## config.mk

```make
export PLATFORM = sky130hd
export DESIGN_NAME = camera_top
export DESIGN_NICKNAME = d
export VERILOG_FILES = /design/src/hw/camera_pkg.sv /design/src/hw/ps2_key_decoder.sv /design/src/hw/camera_controller.sv /design/src/hw/camera_datapath.sv /design/src/hw/camera_top.sv
export SDC_FILE = /design/constraint.sdc
export NUM_CORES = 1
export LEC_CHECK = 0
export BUFFER_PORTS_ARGS = -buffer_cell sky130_fd_sc_hd__clkbuf_2
export CAP_MARGIN = 20
export CELL_PAD_IN_SITES_DETAIL_PLACEMENT = 0
export CELL_PAD_IN_SITES_GLOBAL_PLACEMENT = 1
export CORE_AREA = 5 5 143 145
export DETAILED_ROUTE_END_ITERATION = 7
export DIE_AREA = 0 0 148 150
export PLACE_DENSITY = 0.74
export SLEW_MARGIN = 15
export SYNTH_ARGS = -nofsm -noshare
export SYNTH_HDL_FRONTEND = slang
export SYNTH_HIERARCHICAL = 1
export SYNTH_SLANG_ARGS = --single-unit
```

## constraint.sdc

```tcl
create_clock -name clk -period 9.5 [get_ports clk]
set_clock_uncertainty 0.2 [all_clocks]
set_input_delay 0.475 -clock clk [delete_from_list [all_inputs] [get_ports clk]]
set_output_delay 0.475 -clock clk [all_outputs]
set_load 0.01 [all_outputs]
```

## src/hw/camera_pkg.sv

```systemverilog
package camera_pkg;

  // decoded key packet, strobes first then one held bit per movement key
  typedef struct packed {
    logic pressed;
    logic released;
    logic d;
    logic a;
    logic e;
    logic q;
    logic w;
    logic s;
  } keys_t;

  typedef logic signed [15:0] coord_t;

  // eye position, x in the top bits
  typedef struct packed {
    coord_t x;
    coord_t y;
    coord_t z;
  } vector_t;

  typedef logic [2:0] key_idx_t;

  // movement index, axis and sign
  localparam key_idx_t KEY_D = 3'd0;  // x minus
  localparam key_idx_t KEY_A = 3'd1;  // x plus
  localparam key_idx_t KEY_E = 3'd2;  // y plus
  localparam key_idx_t KEY_Q = 3'd3;  // y minus
  localparam key_idx_t KEY_W = 3'd4;  // z plus
  localparam key_idx_t KEY_S = 3'd5;  // z minus

  // set 2 make codes
  localparam logic [7:0] SC_D     = 8'h23;
  localparam logic [7:0] SC_A     = 8'h1C;
  localparam logic [7:0] SC_E     = 8'h24;
  localparam logic [7:0] SC_Q     = 8'h15;
  localparam logic [7:0] SC_W     = 8'h1D;
  localparam logic [7:0] SC_S     = 8'h1B;
  localparam logic [7:0] SC_BREAK = 8'hF0;

endpackage

```

## src/hw/ps2_key_decoder.sv

```systemverilog
`timescale 1ns/1ps

module ps2_key_decoder (
  input  logic              clk,
  input  logic              arst_n,
  input  logic              scan_valid,
  input  logic [7:0]        scan_code,
  output camera_pkg::keys_t keys
);

  import camera_pkg::*;

  logic       brk_pend;
  logic [5:0] held;
  logic       press_q;
  logic       release_q;
  logic       map_hit;
  key_idx_t   map_idx;

  // scan code to movement index
  always_comb begin
    map_hit = 1'b1;
    map_idx = KEY_D;
    case (scan_code)
      SC_D:    map_idx = KEY_D;
      SC_A:    map_idx = KEY_A;
      SC_E:    map_idx = KEY_E;
      SC_Q:    map_idx = KEY_Q;
      SC_W:    map_idx = KEY_W;
      SC_S:    map_idx = KEY_S;
      default: map_hit = 1'b0;
    endcase
  end

  always_ff @(posedge clk or negedge arst_n) begin
    if (!arst_n) begin
      brk_pend  <= 1'b0;
      held      <= '0;
      press_q   <= 1'b0;
      release_q <= 1'b0;
    end else begin
      press_q   <= 1'b0;
      release_q <= 1'b0;
      if (scan_valid) begin
        if (scan_code == SC_BREAK) begin
          brk_pend <= 1'b1;
        end else begin
          // any other byte ends a break sequence
          brk_pend <= 1'b0;
          if (map_hit) begin
            if (brk_pend) begin
              // only a held key can be released
              if (held[map_idx]) begin
                held[map_idx] <= 1'b0;
                release_q     <= 1'b1;
              end
            end else if (!held[map_idx]) begin
              held[map_idx] <= 1'b1;
              // chord keys are recorded silently
              press_q       <= (held == '0);
            end
          end
        end
      end
    end
  end

  assign keys = '{pressed:  press_q,
                  released: release_q,
                  d:        held[KEY_D],
                  a:        held[KEY_A],
                  e:        held[KEY_E],
                  q:        held[KEY_Q],
                  w:        held[KEY_W],
                  s:        held[KEY_S]};

  a_strobe_excl: assert property (@(posedge clk) disable iff (!arst_n)
    !(keys.pressed && keys.released));

endmodule

```

## src/hw/camera_controller.sv

```systemverilog
`timescale 1ns/1ps

module camera_controller (
  input  logic                 clk,
  input  logic                 arst_n,
  input  camera_pkg::keys_t    keys,
  input  logic                 frame_tick,
  input  logic                 rendering_done,
  output logic                 render_frame,
  output camera_pkg::key_idx_t key,
  output logic [31:0]          step_cnt
);

  import camera_pkg::*;

  typedef enum logic [1:0] {K_IDLE, K_PRESSED, K_FINISHING} key_state_t;
  typedef enum logic [1:0] {R_IDLE, R_HOLD, R_LAST, R_DRAIN} req_state_t;

  key_state_t  key_st, key_st_n;
  req_state_t  req_st, req_st_n;
  logic        held_st;
  logic        ld_key;
  key_idx_t    key_n;
  logic        busy;
  logic        counting;
  logic [31:0] cnt;
  logic        start_cnt0, start_cnt25, stop_cnt, clr_cnt;

  assign held_st = (key_st == K_PRESSED);
  assign ld_key  = (key_st == K_IDLE) && keys.pressed;

  // key machine, follows the lone movement key
  always_comb begin
    key_st_n = key_st;
    case (key_st)
      K_IDLE:      if (keys.pressed) key_st_n = K_PRESSED;
      K_PRESSED:   if (keys.released) key_st_n = K_FINISHING;
      K_FINISHING: if (!busy) key_st_n = K_IDLE;
      default:     key_st_n = K_IDLE;
    endcase
  end

  // one-hot held bits to index
  always_comb begin
    key_n = key;
    if (ld_key) begin
      case ({keys.d, keys.a, keys.e, keys.q, keys.w, keys.s})
        6'b100000: key_n = KEY_D;
        6'b010000: key_n = KEY_A;
        6'b001000: key_n = KEY_E;
        6'b000100: key_n = KEY_Q;
        6'b000010: key_n = KEY_W;
        6'b000001: key_n = KEY_S;
        default:   key_n = key;
      endcase
    end
  end

  // request machine
  always_comb begin
    req_st_n     = req_st;
    render_frame = 1'b0;
    start_cnt0   = 1'b0;
    start_cnt25  = 1'b0;
    stop_cnt     = 1'b0;
    clr_cnt      = 1'b0;
    case (req_st)
      R_IDLE: begin
        if (held_st) req_st_n = R_HOLD;
        start_cnt0   = held_st;
        render_frame = held_st && !busy;
      end
      R_HOLD: begin
        if (!held_st) req_st_n = R_LAST;
        stop_cnt     = !held_st;
        render_frame = held_st && !busy;
        start_cnt25  = held_st && !busy;
      end
      R_LAST: begin
        // one closing request once the renderer is free
        if (!busy) req_st_n = R_DRAIN;
        render_frame = !busy;
      end
      R_DRAIN: begin
        if (held_st) req_st_n = R_HOLD;
        else if (!busy) req_st_n = R_IDLE;
        start_cnt0   = held_st;
        clr_cnt      = !held_st && !busy;
        render_frame = held_st && !busy;
      end
      default: req_st_n = R_IDLE;
    endcase
  end

  always_ff @(posedge clk or negedge arst_n) begin
    if (!arst_n) begin
      key_st   <= K_IDLE;
      req_st   <= R_IDLE;
      key      <= KEY_D;
      busy     <= 1'b0;
      counting <= 1'b0;
      cnt      <= '0;
    end else begin
      key_st <= key_st_n;
      req_st <= req_st_n;
      key    <= key_n;
      // done wins over a new request
      if (rendering_done) busy <= 1'b0;
      else if (render_frame) busy <= 1'b1;
      if (stop_cnt) counting <= 1'b0;
      else if (start_cnt0 || start_cnt25) counting <= 1'b1;
      // hold length, +3 per frame
      if (clr_cnt || start_cnt0) cnt <= '0;
      else if (start_cnt25) cnt <= 32'd25;
      else if (!stop_cnt && frame_tick && counting) cnt <= cnt + 32'd3;
    end
  end

  assign step_cnt = cnt;

  a_no_req_busy: assert property (@(posedge clk) disable iff (!arst_n)
    busy |-> !render_frame);

  a_key_range: assert property (@(posedge clk) disable iff (!arst_n)
    key < 3'd6);

endmodule

```

## src/hw/camera_datapath.sv

```systemverilog
`timescale 1ns/1ps

module camera_datapath #(
  parameter int                  MAX_STEP = 96,
  parameter camera_pkg::vector_t HOME     = '0
) (
  input  logic                 clk,
  input  logic                 arst_n,
  input  logic                 load,
  input  camera_pkg::key_idx_t key,
  input  logic [31:0]          step_cnt,
  output camera_pkg::vector_t  eye
);

  import camera_pkg::*;

  coord_t  step;
  vector_t eye_n;

  // clamp to the per-frame limit
  assign step = (step_cnt > 32'(MAX_STEP)) ? coord_t'(MAX_STEP) : coord_t'(step_cnt[15:0]);

  always_comb begin
    eye_n = eye;
    case (key)
      KEY_D:   eye_n.x = eye.x - step;
      KEY_A:   eye_n.x = eye.x + step;
      KEY_E:   eye_n.y = eye.y + step;
      KEY_Q:   eye_n.y = eye.y - step;
      KEY_W:   eye_n.z = eye.z + step;
      KEY_S:   eye_n.z = eye.z - step;
      default: eye_n = eye;
    endcase
  end

  // coordinates wrap at 16 bits
  always_ff @(posedge clk or negedge arst_n) begin
    if (!arst_n) begin
      eye <= HOME;
    end else if (load) begin
      eye <= eye_n;
    end
  end

  a_eye_on_load: assert property (@(posedge clk) disable iff (!arst_n)
    !$stable(eye) |-> $past(load));

endmodule

```

## src/hw/camera_top.sv

```systemverilog
`timescale 1ns/1ps

module camera_top #(
  parameter int                  MAX_STEP = 96,
  parameter camera_pkg::vector_t HOME     = '{x: 16'sd0, y: 16'sd0, z: -16'sd256}
) (
  input  logic                clk,
  input  logic                arst_n,
  input  logic                scan_valid,
  input  logic [7:0]          scan_code,
  input  logic                frame_tick,
  input  logic                rendering_done,
  output logic                render_frame,
  output camera_pkg::vector_t eye
);

  import camera_pkg::*;

  keys_t       keys;
  key_idx_t    key;
  logic [31:0] step_cnt;

  ps2_key_decoder u_decoder (
    .clk        (clk),
    .arst_n     (arst_n),
    .scan_valid (scan_valid),
    .scan_code  (scan_code),
    .keys       (keys)
  );

  camera_controller u_controller (
    .clk            (clk),
    .arst_n         (arst_n),
    .keys           (keys),
    .frame_tick     (frame_tick),
    .rendering_done (rendering_done),
    .render_frame   (render_frame),
    .key            (key),
    .step_cnt       (step_cnt)
  );

  // the render request doubles as the eye load
  camera_datapath #(
    .MAX_STEP (MAX_STEP),
    .HOME     (HOME)
  ) u_datapath (
    .clk      (clk),
    .arst_n   (arst_n),
    .load     (render_frame),
    .key      (key),
    .step_cnt (step_cnt),
    .eye      (eye)
  );

endmodule

```

Word level (Yosys, flattened, before mapping)
Cells that the tools add are included.
{"block": "op_classes", "n_bitwise": 4, "n_addsub": 7, "mux": 46, "eq_ne": 32, "order_cmp": 3, "n_reduce_logical": 32}
{"cell": "32-bit 2-to-1 mux", "n": 3}
{"cell": "16-bit case mux with 2 select lines", "n": 3}
{"cell": "16-bit adder", "n": 3}
{"cell": "16-bit subtractor", "n": 3}
{"cell": "32-bit by 2-bit adder with 32-bit output, second input constant", "n": 1}
{"cell": "8-bit by 5-bit == test with 1-bit output, second input constant", "n": 4}
{"cell": "32-bit by 7-bit greater-than comparator with 1-bit output, second input constant", "n": 1}
{"cell": "1-bit 2-to-1 mux", "n": 22}
{"cell": "6-bit 2-to-1 mux", "n": 3}
{"cell": "3-bit case mux with 6 select lines", "n": 1}
{"cell": "8-bit by 6-bit == test with 1-bit output, second input constant", "n": 2}
{"cell": "16-bit 2-to-1 mux", "n": 1}
{"cell": "3-bit case mux with 5 select lines", "n": 1}
{"cell": "2-bit 2-to-1 mux", "n": 7}
{"cell": "2-bit != test, second input constant", "n": 6}
{"cell": "2-bit nonzero test", "n": 5}
{"cell": "8-bit == test, second input constant", "n": 1}
{"cell": "2-bit case mux with 4 select lines", "n": 1}
{"cell": "2-bit AND reduction", "n": 4}
{"cell": "6-bit bitwise AND", "n": 1}
{"cell": "2-bit == test, second input constant", "n": 3}
{"cell": "3-bit by 2-bit == test with 1-bit output, second input constant", "n": 2}
{"cell": "3-bit == test, second input constant", "n": 2}
{"cell": "6-bit by 1-bit == test with 1-bit output, second input constant", "n": 1}
{"cell": "other kinds (32)", "n": 43}
{"block": "totals", "wordCells": 137, "ff_bits": 98, "out_inout_bits": 49, "in_bits": 13}

Logic depth before layout (Yosys ltp)
Gate-level depths: netlist of run 1.
{"block": "depth", "depth_word": 10, "depth_mapped": 20, "ltp_nobuf": 19}

Hierarchy
The synthesis of run 1 kept the hierarchy.
{"mod": "camera_datapath", "cells_each": 526, "area_each_um2": 4376.7, "instances": 1}
{"mod": "camera_controller", "cells_each": 254, "area_each_um2": 2383.5, "instances": 1}
{"mod": "ps2_key_decoder", "cells_each": 68, "area_each_um2": 669.4, "instances": 1}

Worst setup path before layout of run 1
OpenSTA, ideal clock, no wires.
{"block": "synth_timing", "path_type": "register -> register", "start": "reg u_controller.cnt[3] (netlist: u_controller/step_cnt[3])", "end": "reg u_datapath/eye[13] (netlist name)", "path_stages_with_launch": 19, "setup_slack_ps": 5068, "synth_period_minus_slack_ps": 4432, "arrival_ps": 4168, "setup_ps": 64, "n_path_buf": 1, "t_required_ps": 9236, "path_cell_list": "dfrtp_1 -> or2_4 -> or4_4 -> a31oi_1 -> buf_2 -> nand2_1 -> ha_1 -> nand2_1 -> nor3_1 -> o21ai_0 -> o21ai_0 -> ha_1 -> o21a_1 -> o21ai_0 -> a31o_2 -> o21ai_2 -> a21oi_1 -> or4b_2 -> nand3_1"}
{"block": "synth_between", "elab_chain_len": 4}
{"element": "start: declaration", "line": "camera_controller.sv:26", "source": "logic [31:0] cnt;"}
{"element": "start signal: assignment", "line": "camera_controller.sv:115", "source": "else if (!stop_cnt && frame_tick && counting) cnt <= cnt + 32'd3;"}
{"element": "32-bit by 7-bit greater-than comparator with 1-bit output", "line": "camera_datapath.sv:21", "source": "assign step = (step_cnt > 32'(MAX_STEP)) ? coord_t'(MAX_STEP) : coord_t'(step_cnt[15:0]);"}
{"element": "16-bit 2-to-1 mux *", "line": "camera_datapath.sv:21"}
{"element": "16-bit subtractor or 16-bit adder (tied branches)", "line": "camera_datapath.sv:31, camera_datapath.sv:30"}
{"element": "16-bit case mux with 2 select lines *", "line": "camera_datapath.sv:25", "source": "case (key)"}
Mark *: on every way between the ends. The rest lies on a longest branch, timed or not.
A chain may end at the register's enable or synchronous reset.

Final worst setup path of run 1
{"block": "layout_timing", "start": "reg u_controller.cnt[19] (netlist: u_controller/step_cnt[19])", "end": "reg u_datapath/eye[13] (netlist name)"}
{"block": "layout_between", "elab_chain_len": 4}
{"element": "32-bit by 7-bit greater-than comparator with 1-bit output *", "line": "camera_datapath.sv:21"}
{"element": "16-bit 2-to-1 mux *", "line": "camera_datapath.sv:21"}
{"element": "16-bit subtractor or 16-bit adder (tied branches)", "line": "camera_datapath.sv:31, camera_datapath.sv:30"}
{"element": "16-bit case mux with 2 select lines *", "line": "camera_datapath.sv:25"}
Marked as above.

==> impl_metrics.py, run 1 <==
metrics = {
    "outcome": {
        "outcome": "complete, no violations",
    },
    "critical_path": {
        "max_stage_delay_ps": 660,
        "rr_endpoint": "u_datapath/eye[13]",
        "endpoint_kind": "register",
        "crit_type": "reg2reg",
        "critPathSlowestCell": "a31oi_1",
        "cp_max_fo": 13,
        "worstReg2RegStart": "u_controller/step_cnt[19]",
        "reg2reg_slack_ps": 4180,
        "crit_chain": "nor4_1 > nand3_1 > or2_2 > a31oi_1 > nand2_1 > ha_1 > nand2_1 > nor3_1 > buf_2 > o21ai_0 > o21ai_0 > ha_1 > o21a_1 > o21ai_0 > a31o_2 > o21ai_2 > a21oi_1 > or4b_2 > nand3_1",
        "r2r_cells": 19,
        "startpoint_type": "register",
        "required_ps": 9600,
        "arrival_ps": 5420,
        "cpMostUsedCell": "o21ai_0",
    },
    "synthesis": {
        "syn_avg_cell_area_um2": 8.761,
        "ys_types": 93,
        "synth_cells": 848,
        "ys_ff_latch": 98,
        "syn-cell-area_mm2": 0.007430,
        "synth_async_sr_flop_share_pct": 100.0,
        "synth_edf_count": 0,
        "syn_nets": 919,
        "synth_ff_type": "dfrtp_1",
        "ys_seq_area_share_pct": 33.14,
        "yosys_warnings": 6,
    },
    "clock_network": {
        "cts_resized": 0,
        "cts_tree": "yes",
        "clk_pin_slew_worst_paths_ps": 70,
        "root_buffer": "clkbuf_16",
        "cts_sinks": 98,
        "cts_buffers": 9,
        "post_cts_buffers": 0,
        "hold_buffers": 0,
        "cts_max_level": 3,
        "clock_path_buffers": 2,
        "clock_latency_ps": 350,
    },
    "timing": {
        "setup_viol_count_final": 0,
        "hold_viol": 0,
        "rsz0062_at_grt": "no",
        "period_minus_slack_ps": 5321,
        "period_share_pct": 56.01,
        "tns_ps": 0,
        "slew_headroom_pct": 28.02,
        "worst_pin_slew_ps": 1080,
        "slew_violations": 0,
        "max_freq_ghz": 0.1879,
        "hold-worst-slack_ps": 25.21,
    },
    "placement": {
        "dpl_cell_area_mm2": 0.007918,
        "gp_congestion": 0.8777,
        "place_hpwl_um": 12880,
        "port_buffers": 61,
    },
    "floorplan": {
        "dieArea_mm2": 0.02220,
        "die_h_um": 150,
        "die_w_um": 148,
        "rows": 51,
        "ios": 62,
        "core-area_mm2": 0.01908,
        "start_util_pct": 38.94,
    },
    "final_layout": {
        "n_antenna_cell": 0,
        "final_net_count": 963,
        "nFillCells": 1882,
        "seqCellArea_mm2": 0.002462,
        "mostFrequentLayoutCells": "dfrtp_1, nand2_1, o21ai_0, a21oi_1, clkbuf_2",
        "mostFrequentLayoutCell": "dfrtp_1",
        "fin_area_mm2": 0.008253,
        "syn2layout_area_growth_pct": 11.08,
        "multi_input_area_mm2": 0.004703,
        "utilization_pct": 43.26,
        "layout-drive-gt1-share_pct": 14.94,
    },
    "route": {
        "drtIter0Drc": 270,
        "remaining_drc_errors": 0,
        "wl_um": 17600,
        "wl_per_cell_um": 15.51,
        "postRouteAntennaNets": 0,
        "vias": 6223,
        "via_per_inst": 5.483,
        "dr.pass1.iters": 6,
    },
    "grt": {
        "grt_pass1_vias": 5855,
        "grt_max_degree": 61,
        "gr-total-overflow": 0,
        "grt_pass1_wl_um": 29700,
        "track_usage_pct": 16.24,
        "antenna_found_initial": 0,
    },
    "power": {
        "peakVddDrop_uv": 96.05,
        "p_per_area_mw_per_mm2": 236.7,
        "p_leak_nw": 3.854,
    },
    "worst_hold_path": {
        "hp-class": "in2async",
    },
    "job": {
        "cap_viol_max_count": 0,
    },
}
critical path, delay by kind of cell, from the launching register on:
kind / cells / cell delay (ps)
AND/OR/NAND/NOR: 8 / 2030
AO/OA/AOI/OAI: 8 / 1700
adder cells (fa/ha/maj): 2 / 710
flip-flops: 1 / 430
buffers and inverters: 1 / 200
logic make-up (layout without fill, tap and decap cells):
kind of cell,count (synthesis),count (layout),share of synthesized area (%)
buffers and inverters,63,112,3.621
xor gates and xnor gates,57,57,6.719
DFF,98,98,33.14
adders and majority gates,58,58,10.07
muxes,11,11,1.566
and+or+nand+nor,299,299,21.96
AOI/OAI and AO/OA,262,262,22.92
cells in the mapped netlist (4+ instances only):
cell type / number / area (µm²)
a211oi_1: 6 / 45.04
a21o_1: 22 / 165.2
a21oi_1: 65 / 325.3
a31oi_1: 9 / 56.30
and2_1: 8 / 50.05
and3_1: 9 / 56.30
buf_2: 8 / 40.04
buf_4: 4 / 30.03
clkbuf_1: 20 / 75.07
dfrtp_1: 90 / 2252
dfstp_2: 8 / 210.2
ha_1: 55 / 688.2
inv_1: 29 / 108.9
mux2_2: 5 / 56.30
mux2i_1: 6 / 60.06
nand2_1: 87 / 326.6
nand2b_1: 7 / 43.79
nand3_1: 26 / 130.1
nand3b_1: 8 / 60.06
nand4_1: 11 / 68.82
nor2_1: 54 / 202.7
nor2b_1: 9 / 56.30
nor3_1: 11 / 55.05
nor3b_1: 5 / 37.54
nor4_1: 11 / 68.82
o211ai_1: 5 / 37.54
o21a_1: 9 / 67.56
o21ai_0: 81 / 405.4
o21bai_1: 6 / 45.04
o31ai_1: 11 / 82.58
or3_1: 12 / 75.07
or4_1: 4 / 30.03
xnor2_1: 20 / 175.2
xor2_1: 37 / 324.1
worst max path at each step:
stage,endpoint,slack (ps),start,cells past startpoint
after detailed placement,u_datapath/eye[15],4200,u_controller/step_cnt[19],18
after floorplan,u_datapath/eye[13],5070,u_controller/step_cnt[3],18
after global routing,u_datapath/eye[13],3570,u_controller/step_cnt[14],19
after global placement,u_datapath/eye[15],4280,u_controller/step_cnt[14],18
final,u_datapath/eye[13],4180,u_controller/step_cnt[19],19
after CTS,u_datapath/eye[13],4200,u_controller/step_cnt[19],18
area by class of cell:
type | count | share of cell area, %
clock buffers | 12 | 3.108
flip-flops and latches | 98 | 29.84
well taps | 238 | 3.608
multi-input cells | 687 | 56.99
repair buffers | 67 | 4.245
clock inverters | 4 | 0.8945
inverters | 29 | 1.319
stage by stage:
stage / cells / total power [mW] / setup WS (ps)
final: 1135 / 1.953 / 4179
after global routing: 1135 / 2.119 / 3568
after detailed placement: 1118 / 1.549 / 4200
after floorplan: 848 / 1.318 / 5068
after global placement: 1118 / 1.549 / 4278
after CTS: 1134 / 1.975 / 4205
layer usage:
layer	up-vias	wire (µm)	track usage (%)
li1	3203	-	-
met2	106	8027	26.03
met3	18	504	1.999
met5	-	0	0
met1	2896	8796	22.78
met4	0	270	5.450
where the power goes:
| group | switching, mW | internal [mW] | total, mW | leakage (nW) |
|---|---|---|---|---|
| Sequential | 0.0464 | 0.463 | 0.509 | 1.30 |
| Combinational | 0.592 | 0.436 | 1.03 | 2.39 |
| Clock | 0.170 | 0.246 | 0.416 | 0.163 |
flip-flops by register name (all words and copies together) (netlist names), named ones only:
signal and cells:
u_datapath/eye 48, u_decoder/release_q 1, u_controller/busy 1, u_controller/key_st 2
u_decoder/press_q 1, u_decoder/brk_pend 1, u_controller/req_st 2, u_controller/counting 1
u_controller/step_cnt 32, u_controller/key 3
Note: power is estimated with default switching activity, not from simulation.
==> run 2, diff against run 1 <==
==> constraint.sdc (replaced) <==
create_clock -name clk -period 5.4 [get_ports clk]
set_clock_uncertainty 0.2 [all_clocks]
set_input_delay 0.27 -clock clk [delete_from_list [all_inputs] [get_ports clk]]
set_output_delay 0.27 -clock clk [all_outputs]
set_load 0.01 [all_outputs]
==> run 2 against run 1 <==
  * Sequential share of layout area fell by 0.37 points
  * Clock power rose by 96%
  * Sequential cell count stayed put
  * Count of clock-buffer cells in the layout decreased by 2
  * Combinational power grew 76%
  * Via count rose by 1.1%
  * Largest power group unchanged
==> impl_metrics.py, run 2 (same netlist as run 1, synthesis figures left out) <==
metrics = {
    "floorplan": {
        "die_h_um": 150,
        "rows": 51,
        "start_util_pct": 38.94,
        "die_w_um": 148,
        "ios": 62,
        "dieArea_mm2": 0.02220,
        "core-area_mm2": 0.01908,
    },
    "worst_hold_path": {
        "min_from": "scan_code[1]",
        "hp-class": "in2reg",
    },
    "route": {
        "remaining_drc_errors": 0,
        "vias": 6294,
        "wl_um": 17650,
        "postRouteAntennaNets": 0,
        "wl_per_cell_um": 15.47,
        "via_per_inst": 5.516,
        "dr.pass1.iters": 5,
        "drtIter0Drc": 283,
    },
    "clock_network": {
        "root_buffer": "clkbuf_16",
        "clk_pin_slew_worst_paths_ps": 70,
        "cts_sinks": 98,
        "cts_tree": "yes",
        "cts_max_level": 3,
        "cts_buffers": 9,
        "clock_latency_ps": 360,
        "clock_path_buffers": 2,
    },
    "timing": {
        "period_share_pct": 88.85,
        "rsz0062_at_grt": "no",
        "setup_viol_count_final": 0,
        "slew_headroom_pct": 28.74,
        "worst_pin_slew_ps": 1069,
        "tns_ps": 0,
        "max_freq_ghz": 0.2084,
        "hold_viol": 0,
        "slew_violations": 0,
        "period_minus_slack_ps": 4798,
    },
    "grt": {
        "grt_pass1_vias": 5904,
        "gr-total-overflow": 0,
        "antenna_found_initial": 0,
        "grt_pass1_wl_um": 29470,
        "grt_max_degree": 58,
        "track_usage_pct": 16.19,
    },
    "final_layout": {
        "top_register": "u_datapath/eye",
        "layout-drive-gt1-share_pct": 15.50,
        "final_cells": 1141,
        "n_antenna_cell": 0,
        "largest_register_ffs": 48,
        "syn2layout_area_growth_pct": 12.46,
        "mostFrequentLayoutCells": "dfrtp_1, nand2_1, o21ai_0, a21oi_1, clkbuf_2",
        "mostFrequentLayoutCell": "dfrtp_1",
        "final_net_count": 969,
    },
    "critical_path": {
        "endpoint_kind": "register",
        "crit_type": "reg2reg",
        "required_ps": 5500,
        "cp_max_fo": 10,
        "arrival_ps": 4900,
        "startpoint_type": "register",
        "worstReg2RegStart": "u_controller/step_cnt[2]",
        "cp-startpoint": "u_controller/step_cnt[2]",
    },
    "power": {
        "internal_power_mw": 2.101,
        "p_sw_mw": 1.427,
        "peakVddDrop_uv": 167.2,
        "p_clk_share_pct": 23.1,
        "p_per_area_mw_per_mm2": 422.2,
        "p_leak_nw": 3.902,
        "pwr-share-comb_pct": 51.4,
        "seqPwrFrac_pct": 25.5,
        "sw_frac_of_total_pct": 40.44,
    },
    "placement": {
        "port_buffers": 61,
        "place_inst": 1123,
        "gp_congestion": 0.8329,
        "place_hpwl_um": 12890,
    },
    "outcome": {
        "outcome": "complete, no violations",
    },
    "job": {
        "cap_viol_max_count": 0,
    },
}
run 2: repair_timing:
action	CTS	global route
hold buffers	2	0
gates resized for setup	0	1
setup buffers	0	0
hold endpoints to repair	49	0
endpoints found under the setup margin	0	2
run 2: stage by stage:
stage	total power, mW	worst slack, ps	area [µm²]	hold slack [ps]	util, %
after floorplan	2.319	967.7	7430	-225.6	-
after global placement	2.727	308.6	7955	210.9	41.69
after detailed placement	2.726	238.4	7955	206.0	41.69
after CTS	3.561	221.8	8351	40.42	43.77
after global routing	3.839	246.8	8356	66.19	43.79
final	3.528	602.2	8356	48.78	43.79
run 2: per-layer routing:
layer | routed length, µm | global-route usage [%]
met1 | 8712 | 21.77
met2 | 8196 | 27.15
met3 | 495 | 2.180
met4 | 244 | 4.988
met5 | 0 | 0
run 2: path summary, 6_finish.rpt:
check / slack (ps) / end / cells past startpoint
hold reg to reg: 260 / u_controller/key_st[0] / 1
hold / removal: 50 / u_decoder/brk_pend / 4
setup / recovery: 600 / u_datapath/eye[13] / 18
setup reg to reg: 600 / u_datapath/eye[13] / 18
min in group asynchronous: 330 / u_datapath/eye[28] / 2
max in group asynchronous: 3610 / u_controller/step_cnt[2] / 3
run 2: cell type report:
class / instances / area, µm²
Clock buffer: 10 / 239.0
Clock inverter: 6 / 136.4
Fill cell: 1898 / 10720
Inverter: 29 / 108.9
Multi-Input combinational cell: 687 / 4708
Sequential cell: 98 / 2462
Tap cell: 238 / 297.8
Timing Repair Buffer: 73 / 402.9
run 2: worst max-delay path, stage by stage, from the launching register on:
cell and delay (ps):
dfrtp_1 510, or2_4 200, or4_4 160, a31oi_1 150, nand2_1 170, ha_1 250, nand2_1 140, nor3_2 500
inv_1 130, a21oi_1 330, o21ai_0 130, ha_1 400, o21a_1 140, o21ai_0 60, a31o_2 250, o21ai_2 220
a21oi_1 110, or4b_2 610, nand3_1 90
run 2: power by group through the flow:
stage | clock (mW) | combinational, mW | sequential, mW
6_report | 0.815 | 1.81 | 0.898
5_1_grt | 0.869 | 2.06 | 0.914
4_1_cts | 0.836 | 1.83 | 0.900
3_5_place_dp | 0 | 1.81 | 0.913
3_3_place_gp | 0 | 1.81 | 0.913
2_1_floorplan | 0 | 1.40 | 0.918
